<file path="config.mk">
export PLATFORM = sky130hd
export DESIGN_NAME = fb_pixel_writer
export DESIGN_NICKNAME = d
export VERILOG_FILES = /design/src/design/fb_pkg.sv /design/src/design/fb_pixel_writer.sv
export SDC_FILE = /design/constraint.sdc
export NUM_CORES = 1
export LEC_CHECK = 0
export ABC_AREA = 1
export BUFFER_PORTS_ARGS = -buffer_cell sky130_fd_sc_hd__clkbuf_2
export CORE_AREA = 2 2 139 141
export CTS_CLUSTER_SIZE = 12
export DETAILED_ROUTE_END_ITERATION = 6
export DIE_AREA = 0 0 141 143
export GPL_TIMING_DRIVEN = 0
export PLACE_DENSITY_LB_ADDON = 0.05
export SLEW_MARGIN = 20
export SYNTH_ARGS = -nofsm -noshare
export SYNTH_HDL_FRONTEND = slang
export SYNTH_SLANG_ARGS = --single-unit
</file>
<file path="constraint.sdc">
create_clock -name clk -period 3.4 [get_ports clk]
set_clock_uncertainty 0.2 [all_clocks]
set_input_delay 0 -clock clk [delete_from_list [all_inputs] [get_ports clk]]
set_output_delay 0 -clock clk [all_outputs]
set_load 0.005 [all_outputs]
</file>
<file path="src/design/fb_pkg.sv">
package fb_pkg;

    // one 24-bit pixel
    typedef struct packed {
        logic [7:0] red;
        logic [7:0] green;
        logic [7:0] blue;
    } color_t;

    // linear index, row * active width + column
    typedef logic [18:0] pixel_id_t;
    // sram halfword address and data word
    typedef logic [19:0] sram_addr_t;
    typedef logic [15:0] sram_word_t;
    typedef logic [9:0]  screen_pos_t;
    typedef logic [1:0]  cfg_addr_t;

    typedef struct packed {
        pixel_id_t id;
        color_t    color;
    } pixel_xfer_t;

    typedef enum logic [1:0] {
        SRC_FRAME   = 2'd0,
        SRC_STRIPES = 2'd1,
        SRC_SQUARE  = 2'd2
    } display_src_t;

    typedef struct packed {
        display_src_t src;
        screen_pos_t  sq_row;
        screen_pos_t  sq_col;
    } fb_cfg_t;

    // config register map
    localparam cfg_addr_t CFG_SRC    = 2'd0;
    localparam cfg_addr_t CFG_SQ_ROW = 2'd1;
    localparam cfg_addr_t CFG_SQ_COL = 2'd2;

    typedef enum logic [1:0] {WR_IDLE, WR_FIRST, WR_SECOND} wr_state_t;
    typedef enum logic [2:0] {F_IDLE, F_A, F_B, F_C, F_GAP} fetch_state_t;

endpackage

</file>
<file path="src/design/fb_pixel_writer.sv">
module fb_pixel_writer #(
    parameter int H_ACTIVE = 640,
    parameter int CREDITS  = 4
) (
    input  logic                clk,
    input  logic                arst_n,
    input  logic                pix_valid,
    input  fb_pkg::pixel_xfer_t pix,
    input  logic                wr_gnt,
    output logic                pix_credit,
    output logic                wr_req,
    output fb_pkg::sram_addr_t  wr_addr,
    output fb_pkg::sram_word_t  wr_data,
    output logic [1:0]          wr_be
);

    localparam int PW = (CREDITS > 1) ? $clog2(CREDITS) : 1;
    localparam int CW = $clog2(CREDITS + 1);

    fb_pkg::pixel_xfer_t queue [CREDITS];
    fb_pkg::pixel_xfer_t cur;
    fb_pkg::wr_state_t   state;
    fb_pkg::sram_addr_t  base;
    logic [PW-1:0]       head;
    logic [PW-1:0]       tail;
    logic [CW-1:0]       count;
    logic                pop;

    // rows must start on a whole pixel pair, i.e. a three-word boundary
    if (H_ACTIVE % 2 != 0) begin : g_width_check
        $error("fb_pixel_writer: H_ACTIVE must be even");
    end

    function automatic logic [PW-1:0] next_ptr(input logic [PW-1:0] p);
        return (p == PW'(CREDITS - 1)) ? '0 : p + 1'b1;
    endfunction

    assign cur    = queue[head];
    assign pop    = (state == fb_pkg::WR_SECOND) && wr_gnt;
    assign wr_req = (state != fb_pkg::WR_IDLE);
    // p + p/2 halfwords per pixel pair
    assign base   = fb_pkg::sram_addr_t'(cur.id) + fb_pkg::sram_addr_t'(cur.id >> 1);

    always_ff @(posedge clk) begin
        if (pix_valid) begin
            queue[tail] <= pix;
        end
    end

    always_ff @(posedge clk or negedge arst_n) begin
        if (!arst_n) begin
            head       <= '0;
            tail       <= '0;
            count      <= '0;
            state      <= fb_pkg::WR_IDLE;
            pix_credit <= 1'b0;
        end else begin
            // credit goes back once the head pixel is fully in sram
            pix_credit <= pop;
            if (pix_valid) begin
                tail <= next_ptr(tail);
            end
            if (pop) begin
                head <= next_ptr(head);
            end
            count <= count + CW'(pix_valid) - CW'(pop);
            case (state)
                fb_pkg::WR_IDLE: begin
                    if (count != '0) begin
                        state <= fb_pkg::WR_FIRST;
                    end
                end
                fb_pkg::WR_FIRST: begin
                    if (wr_gnt) begin
                        state <= fb_pkg::WR_SECOND;
                    end
                end
                fb_pkg::WR_SECOND: begin
                    if (wr_gnt) begin
                        state <= (count > CW'(1) || pix_valid) ? fb_pkg::WR_FIRST
                                                               : fb_pkg::WR_IDLE;
                    end
                end
                default: state <= fb_pkg::WR_IDLE;
            endcase
        end
    end

    // even ids start a word, odd ids share the middle word
    always_comb begin
        wr_addr = (state == fb_pkg::WR_SECOND) ? base + 1'b1 : base;
        case ({state == fb_pkg::WR_SECOND, cur.id[0]})
            2'b00: begin
                wr_data = {cur.color.red, cur.color.green};
                wr_be   = 2'b11;
            end
            2'b10: begin
                wr_data = {cur.color.blue, 8'h00};
                wr_be   = 2'b10;
            end
            2'b01: begin
                wr_data = {8'h00, cur.color.red};
                wr_be   = 2'b01;
            end
            default: begin
                wr_data = {cur.color.green, cur.color.blue};
                wr_be   = 2'b11;
            end
        endcase
    end

    // a pixel without a credit would land in a full queue
    assert property (@(posedge clk) disable iff (!arst_n)
        pix_valid |-> count < CW'(CREDITS));

    // request held steady while the reader owns the bus
    assert property (@(posedge clk) disable iff (!arst_n)
        wr_req && !wr_gnt |=> wr_req && $stable(wr_addr) && $stable(wr_data) &&
                              $stable(wr_be));

endmodule

</file>
[Word level (Yosys, flattened, before mapping)]
Memories as Yosys holds them, arrays and structs flattened.
Cells that the tools add are included.
Storage, ports and cells
  bits in registers: 10
  latch bits: 0
  bits in writable memories: 172
  bits in read-only memories: 0
  input port bits: 47
  memories kept: 1
Operators by class
  add/sub/neg operators: 6
  multiply operators: 0
  divide/modulo/power cells: 0
  magnitude comparators: 1
  equal/unequal tests: 9
  shift-type cells: 0
  multiplexer cells: 12
  bitwise logic cells: 0
  reductions and logical operators: 7
Memories
  queue: depth 4, width 43, rd ports 1, clocked after memory_dff 0, write ports 1, line fb_pixel_writer.sv:20  | fb_pkg::pixel_xfer_t queue [CREDITS];
Operator list (count)
  16-bit case mux with 3 select lines: 1
  19-bit by 18-bit adder with 20-bit output: 1
  20-bit by 1-bit adder with 20-bit output (second input constant): 1
  20-bit 2-to-1 mux: 1
  2-bit 2-to-1 mux: 5
  2-bit equality test (second input constant): 4
  2-bit inequality test (second input constant): 3
  2-bit case mux with 3 select lines: 1
  2-bit by 1-bit adder with 2-bit output (second input constant): 2
  2-bit by 1-bit equality test with 1-bit output (second input constant): 2
  2-bit logical NOT: 2
  2-bit case mux with 2 select lines: 1
  3-bit by 1-bit adder with 3-bit output: 1
  3-bit by 1-bit > comparator with 1-bit output (second input constant): 1
  1-bit 2-to-1 mux: 3
  3-bit AND reduction: 1
  3-bit nonzero test: 1
  3-bit by 1-bit subtractor with 3-bit output: 1
  2-bit nonzero test: 1
  1-bit logical AND: 1
  1-bit logical OR: 1

[Longest topological paths before layout]
Gate-level depths: netlist (run 1).
  depth after elaboration: 5
  mapped depth: 23
  depth with buffers taken out: 22

[Worst setup path after synthesis (run 1)]
No wires, ideal clock.
  kind: register -> output
  start: register head[0]
  end: output wr_addr[14]
  arrival time: 3.117 ns
  data required time: 3.200 ns
  path slack: 0.083 ns
  stages on the path, launching flop included: 19
  buffers on the path: 2
  cell sequence: dfrtp_1 -> inv_1 -> clkbuf_1 -> clkbuf_1 -> o21ai_0 -> o22ai_1 -> ha_1 -> fa_1 -> ha_1 -> nand2_1 -> nor2_2 -> nand2_2 -> nor2_2 -> nand3_2 -> nor2_4 -> nand2_4 -> nor2_4 -> xor2_1 -> inv_1
Between the ends
  word-level cells in the longest chain between the ends: 4
RTL lines
  from (decl): line fb_pixel_writer.sv:24  | logic [PW-1:0] head;
  from (signal assigned): line fb_pixel_writer.sv:64  | head <= next_ptr(head);
  memory 4 x 43 bit *
  19-bit by 18-bit adder with 20-bit output *: line fb_pixel_writer.sv:42  | assign base = fb_pkg::sram_addr_t'(cur.id) + fb_pkg::sram_addr_t'(cur.id >> 1);
  20-bit by 1-bit adder with 20-bit output: line fb_pixel_writer.sv:91  | wr_addr = (state == fb_pkg::WR_SECOND) ? base + 1'b1 : base;
  20-bit 2-to-1 mux *: line fb_pixel_writer.sv:91
  to (decl): line fb_pixel_writer.sv:12  | output fb_pkg::sram_addr_t wr_addr,
Every way passes the cells marked *; elsewhere a longest branch is shown, timed or not.

[Worst setup path after layout (run 1)]
  start: register head[0]
  end: output wr_addr[16]
Same word-level chain as after synthesis.

==> results of run 1 <==
[worst register-to-register path, cell delays in order, from the launching register on]
cell,delay [ns]
dfrtp_1,0.45
nor2_8,0.24
nand2_1,0.08
inv_1,0.19
ha_1,0.27
inv_1,0.06
ha_1,0.12
inv_1,0.05
fa_1,0.38
xor2_1,0.17
[worst max-delay path by stage]
stage                        from          end  depth (start not counted)
after global routing      head[0]  wr_addr[16]                         20
after global placement    head[0]  wr_addr[15]                         22
after floorplan           head[0]  wr_addr[14]                         18
after detailed placement  head[0]  wr_addr[17]                         21
final                     head[0]  wr_addr[16]                         20
after CTS                 head[0]  wr_addr[17]                         20
[cell families after synthesis]
group           share of synthesized area, %
flops                                   59.4
buf+inv                                 4.86
simple gates                            20.9
xor+xnor                                1.25
fa+ha+maj                               4.42
compound gates                          9.23
[cell type report]
class / count / area [um2]
Sequential cell: 182 / 5420
Clock inverter: 15 / 158
Buffer: 27 / 254
Antenna cell: 1 / 2.50
Fill cell: 1507 / 6760
Tap cell: 234 / 293
Inverter: 87 / 332
Timing Repair Buffer: 177 / 1300
Clock buffer: 17 / 425
Multi-Input combinational cell: 615 / 3640
[routing by layer]
metal	vias to the layer above	GRT usage (%)	share of wire (%)
li1	3532	-	-
met1	3400	31.9	45
met2	224	38.7	49
met3	17	3.19	5.3
met4	0	6.68	1.0
met5	-	0	0
[cell usage in the layout, fill, tap and decap left out, types with 7 or more instances in the layout]
| master | n |
|---|---|
| nand2_2 | 22 |
| inv_1 | 70 |
| clkbuf_16 | 21 |
| ha_1 | 16 |
| dfrtp_1 | 8 |
| nor2_2 | 8 |
| nor2_1 | 109 |
| inv_2 | 15 |
| edfxtp_1 | 172 |
| o21ai_1 | 12 |
| o22ai_1 | 29 |
| ha_4 | 11 |
| a21oi_1 | 12 |
| clkbuf_2 | 83 |
| clkbuf_1 | 11 |
| nand2_4 | 7 |
| buf_2 | 7 |
| buf_6 | 7 |
| o21ai_0 | 74 |
| nand2_1 | 182 |
| xor2_1 | 9 |
| buf_4 | 37 |
| nand3_1 | 55 |
| o22ai_2 | 11 |
| dlygate4sd3_1 | 47 |
| nand4_1 | 9 |
| nor2_4 | 10 |
[registers in the layout, summed over array words and instances (netlist names)]
register,cells
pix_credit,1
queue,172
count,3
tail,2
head,2
state,2
[stage by stage]
stage	hold slack, ns	cells	util, %	setup TNS (ns)	setup WS (ns)
floorplan	-0.496	914	-	0	0.0828
global placement	-0.303	1234	53.0	-12.81	-0.946
detailed placement	-0.309	1237	53.4	-13.20	-0.979
CTS	0.114	1339	61.7	-3.16	-0.354
global route	0.119	1354	63.6	-5.25	-0.539
finish	0.129	1355	63.6	-3.10	-0.351
[what timing repair did]
item,CTS,global route
pin swaps,15,34
endpoints found under the setup margin,20,16
hold buffers,47,0
hold endpoints to repair,191,0
setup buffers,25,17
cloned,0,0
gates resized for setup,76,71
==> parameters.txt, run 1 <==
Parameter                              Value

Run status
  Status    complete, but fails checks
  Violated checks    setup timing

Route
  Routed vias    7,173
  Detailed-routing iteration count for the pre-antenna-repair pass    5
  Post-Route WL    22,800 um
  Antenna-violating nets left    0
  Drc violations    0
  Post-DR wirelength/cell    16.8 um
  Avg Vias per Cell    5.29
  Initial DRC count    725

Timing
  Number of pins exceeding their max-slew limit in the final report    0
  Setup repair after global routing missed its margin    yes
  # setup viols final    12
  Slew at the pin closest to its max-slew limit    0.823 ns
  Total count of hold-check failures in the final report    0
  Highest Clock Rate    267 MHz
  Fin worst setup slack    -0.351 ns
  Worst rel slew slack    44.9%
  Final period demand of the worst path    3.75 ns
  Final critical-path share of the clock period    110%

Clock network
  CTS buffer count    17
  CTS HTree Levels    4
  Reg clk slew, reported paths    0.07 ns
  CTS tree    built
  Root cell of the clock tree    clkbuf_16
  Clock tree sinks    182
  Insertion delay to the later sink of the worst-skew pair    0.43 ns
  Clock Tree Buf Depth    2

Floorplan
  X dimension of the die    141 um
  Core footprint    0.0186 mm2
  Height of the chip    143 um
  Area enclosed by the die boundary    0.0202 mm2
  Cell Rows    50
  Initial core utilization    49.1%
  Boundary pin count    87

Logic synthesis
  Average size of a mapped cell    9.98 um2
  Top-area cell type share of the netlist area    56.6%
  Number of library cell types mapped by synthesis    34
  Portion of the post-synthesis area used by sequential elements    59.4%
  Post-synth EDFFs    172
  Synth Instances    914
  Number of synthesized register bits    182
  Library cell with the highest instance count after synthesis    nand2_1
  Most frequent cells after synthesis    nand2_1, edfxtp_1, nor2_1, o21ai_0, inv_1
  Proportion of synthesized flip-flops having asynchronous set or reset    5.49%
  Cell taking the most area after synthesis    edfxtp_1
  Post-synthesis instance area    0.00912 mm2
  Main area contributors after synthesis    edfxtp_1, nand2_1, o21ai_0
  Most instantiated flip-flop cell in the synthesis netlist    edfxtp_1
  Net Count, Synth    992
  Count of synthesis-stage warnings from yosys    0

Global routing
  Combined global-route utilization of all metal layers    23.1%
  Global-route wire length before repair    35,400 um
  Number of antenna violations at the first check in global routing    0
  Pin count of the biggest net entering global routing    44
  Number of global-route vias before repair    6,731
  Global route overflow    0

Critical path
  Worst Path Required    3.20 ns
  Crit path max-delay family    simple AND/OR/NAND/NOR gates
  Slowest library cell on the worst path    fa_2
  Startpoint of the most critical register-to-register path    state[0]
  Delay of the slowest cell on the worst path    0.59 ns
  Largest driver fanout on the critical path    5
  Setup Crit Path Kind    flip-flop to output pin
  CP Launch Type    flip-flop
  CP endpoint kind    output pin
  Crit path cell chain    inv_4 -> clkbuf_16 -> clkbuf_16 -> o21ai_4 -> o22ai_4 -> ha_4 -> fa_2 -> ha_4 -> nand2_4 -> nor2_4 -> nand2_2 -> nor2_4 -> nand3_2 -> nor2_4 -> nand2_4 -> nor3_4 -> nand2_1 -> nand2_1 -> nand2_1 -> clkbuf_2
  Worst R2R Setup Slack    1.09 ns
  Logic depth of the worst register-to-register path    9
  WP data arrival    3.55 ns
  Critical R2R Capture    count[2]
  Buffering stage count on the worst path with inverters included    4

Flow run
  Max-cap check violation count    0

Placement
  Port Buffer Count    86
  Gpl congestion    0.835
  Placed Instance Area    0.00992 mm2
  Post-detailed-placement half-perimeter wirelength    15,000 um

Final layout
  Post-layout net count    1,185
  Fraction of final layout cells sized beyond drive strength 1    26.1%
  Finished layout cell area    0.0118 mm2
  Layout overhead on the synthesized area    29.7%

Worst hold path
  Hold endpoint    queue[2][36]
  Number of instances on the worst hold path    2
  Beginning of the worst hold path    pix[36]
  Type of the tightest min-delay check    input pin to flip-flop
Power of run 1 is left out: the tool's default activity adds up to more than one toggle a clock period on the data nets, which glitch-free logic cannot reach.
==> run 2: changes to the inputs <==
--- a/config.mk
+++ b/config.mk
@@ -13,6 +13,7 @@
 export DIE_AREA = 0 0 141 143
 export GPL_TIMING_DRIVEN = 0
 export PLACE_DENSITY_LB_ADDON = 0.05
+export REMOVE_ABC_BUFFERS = 1
 export SLEW_MARGIN = 20
 export SYNTH_ARGS = -nofsm -noshare
 export SYNTH_HDL_FRONTEND = slang
==> constraint.sdc (replaced) <==
create_clock -name clk -period 3.2 [get_ports clk]
set_clock_uncertainty 0.2 [all_clocks]
set_input_delay 0 -clock clk [delete_from_list [all_inputs] [get_ports clk]]
set_output_delay 0 -clock clk [all_outputs]
set_load 0.005 [all_outputs]
==> parameters.txt, run 2 (synthesis results as in run 1) <==
Parameter                              Value

Run status
  Status    complete, but fails checks
  Violated checks    setup timing

Placement
  Post-detailed-placement half-perimeter wirelength    12,200 um
  Number of cells after detailed placement    1,210
  Gpl congestion    0.805
  Port Buffer Count    86
  Pre-CTS WS    -0.941 ns

Timing
  Total count of hold-check failures in the final report    0
  Setup repair after global routing missed its margin    yes
  # setup viols final    13
  Worst rel slew slack    37.0%
  Hold Worst Slack    0.130 ns
  Final period demand of the worst path    3.67 ns
  Final critical-path share of the clock period    115%
  Slew at the pin closest to its max-slew limit    0.942 ns
  Highest Clock Rate    272 MHz
  Number of pins exceeding their max-slew limit in the final report    0
  Fin worst setup slack    -0.474 ns

Route
  Routed vias    7,009
  Initial DRC count    394
  Post-DR wirelength/cell    16.2 um
  Post-Route WL    21,800 um
  Detailed-routing iteration count for the pre-antenna-repair pass    4
  Antenna-violating nets left    0
  Drc violations    0
  Avg Vias per Cell    5.22

Clock network
  Clock Tree Buf Depth    2
  Insertion delay to the later sink of the worst-skew pair    0.42 ns
  Root cell of the clock tree    clkbuf_16
  CTS tree    built
  CTS buffer count    17
  Clock tree sinks    182
  CTS HTree Levels    4
  Reg clk slew, reported paths    0.07 ns

Critical path
  Setup Crit Path Kind    flip-flop to output pin
  Logic depth of the worst register-to-register path    9
  Largest driver fanout on the critical path    5
  WP data arrival    3.47 ns
  CP endpoint kind    output pin
  Worst Path Required    3.00 ns
  CP Launch Type    flip-flop

Global routing
  Global route overflow    0
  Combined global-route utilization of all metal layers    21.4%
  Pin count of the biggest net entering global routing    44
  Global-route wire length before repair    32,800 um
  Number of antenna violations at the first check in global routing    0
  Number of global-route vias before repair    6,408

Floorplan
  Boundary pin count    87
  Core footprint    0.0186 mm2
  Height of the chip    143 um
  Initial core utilization    49.1%
  Cell Rows    50
  Area enclosed by the die boundary    0.0202 mm2
  X dimension of the die    141 um

Final layout
  Number of non-filler instances in the completed layout    1,343
  Register with the most flip-flops    queue
  Leading cell types in the layout, fill and taps excluded    edfxtp_1, nand2_1, nor2_1
  Flip-flop count of the largest register, all copies and words added    172
  Fraction of final layout cells sized beyond drive strength 1    29.2%
  Final core utilization    65.2%
  Antenna Diode Count    0
  Register cell area after layout    0.00542 mm2
  Filler Cells Inserted    1,451
  Layout overhead on the synthesized area    32.9%
  Leading cell type in the layout, fill and taps excluded    edfxtp_1
  Biggest regs    queue: 172 flops, count: 3 flops
  Area used by multi-input combinational logic    0.00379 mm2
  Post-layout net count    1,174

Worst hold path
  Type of the tightest min-delay check    input pin to flip-flop
  Number of instances on the worst hold path    2

Flow run
  Max-cap check violation count    0
run 2: worst max-delay path: stages (launching register included):
cell and delay, ns:
dfrtp_4 0.50, buf_16 0.16, inv_16 0.06, buf_16 0.10, nand3_4 0.06, nand2_4 0.08, inv_4 0.05, ha_4 0.16
fa_2 0.60, buf_6 0.12, nand3_4 0.07, nor2_4 0.10, nand3_2 0.09, nor2_4 0.12, nand3_4 0.09, nor2_4 0.12
nand2_4 0.08, nor2_8 0.14, nand4_1 0.11, nand2_1 0.08, nand2_1 0.05, clkbuf_2 0.10
run 2: final cells by class:
class / count / area share (%)
Sequential cell: 182 / 44.7
Multi-Input combinational cell: 615 / 31.3
Timing Repair Buffer: 192 / 13.7
Clock buffer: 20 / 3.60
Inverter: 87 / 3.02
Tap cell: 234 / 2.42
Clock inverter: 12 / 1.17
Timing Repair inverter: 1 / 0.0722
run 2: layer usage:
| metal | up-vias | part of all wire, % | GRT usage, % |
|---|---|---|---|
| met4 | 0 | 1.9 | 6.63 |
| met2 | 143 | 52 | 39.0 |
| met5 | - | 0 | 0 |
| li1 | 3516 | - | - |
| met1 | 3329 | 42 | 26.1 |
| met3 | 21 | 4.0 | 3.79 |
run 2: path summary, 6_finish.rpt:
path                       startpoint            to  slack, ns
max                           head[1]   wr_addr[19]      -0.47
min                           pix[14]  queue[1][14]       0.13
max reg2reg                  state[0]      count[2]       0.94
min reg2reg                   tail[0]       tail[0]       0.33
max in group asynchronous      arst_n       head[0]       2.06
min in group asynchronous      arst_n      count[2]       0.39
run 2: timing repair:
item | in CTS | in global routing
pin swaps | 24 | 31
setup endpoints to repair | 36 | 16
gates cloned | 6 | 1
hold endpoints to repair | 190 | 0
buffers inserted | 31 | 16
resized for setup | 41 | 112
hold buffers | 48 | 0
run 2: metrics by stage:
step                TNS [ns]  instance area (um2)
floorplan             -49.38                 9000
global placement     -157.66                 9730
detailed placement    -12.15                 9880
CTS                    -5.95                11500
global route           -7.40                12100
finish                 -4.94                12100
Power of run 2 is left out for the same reason.
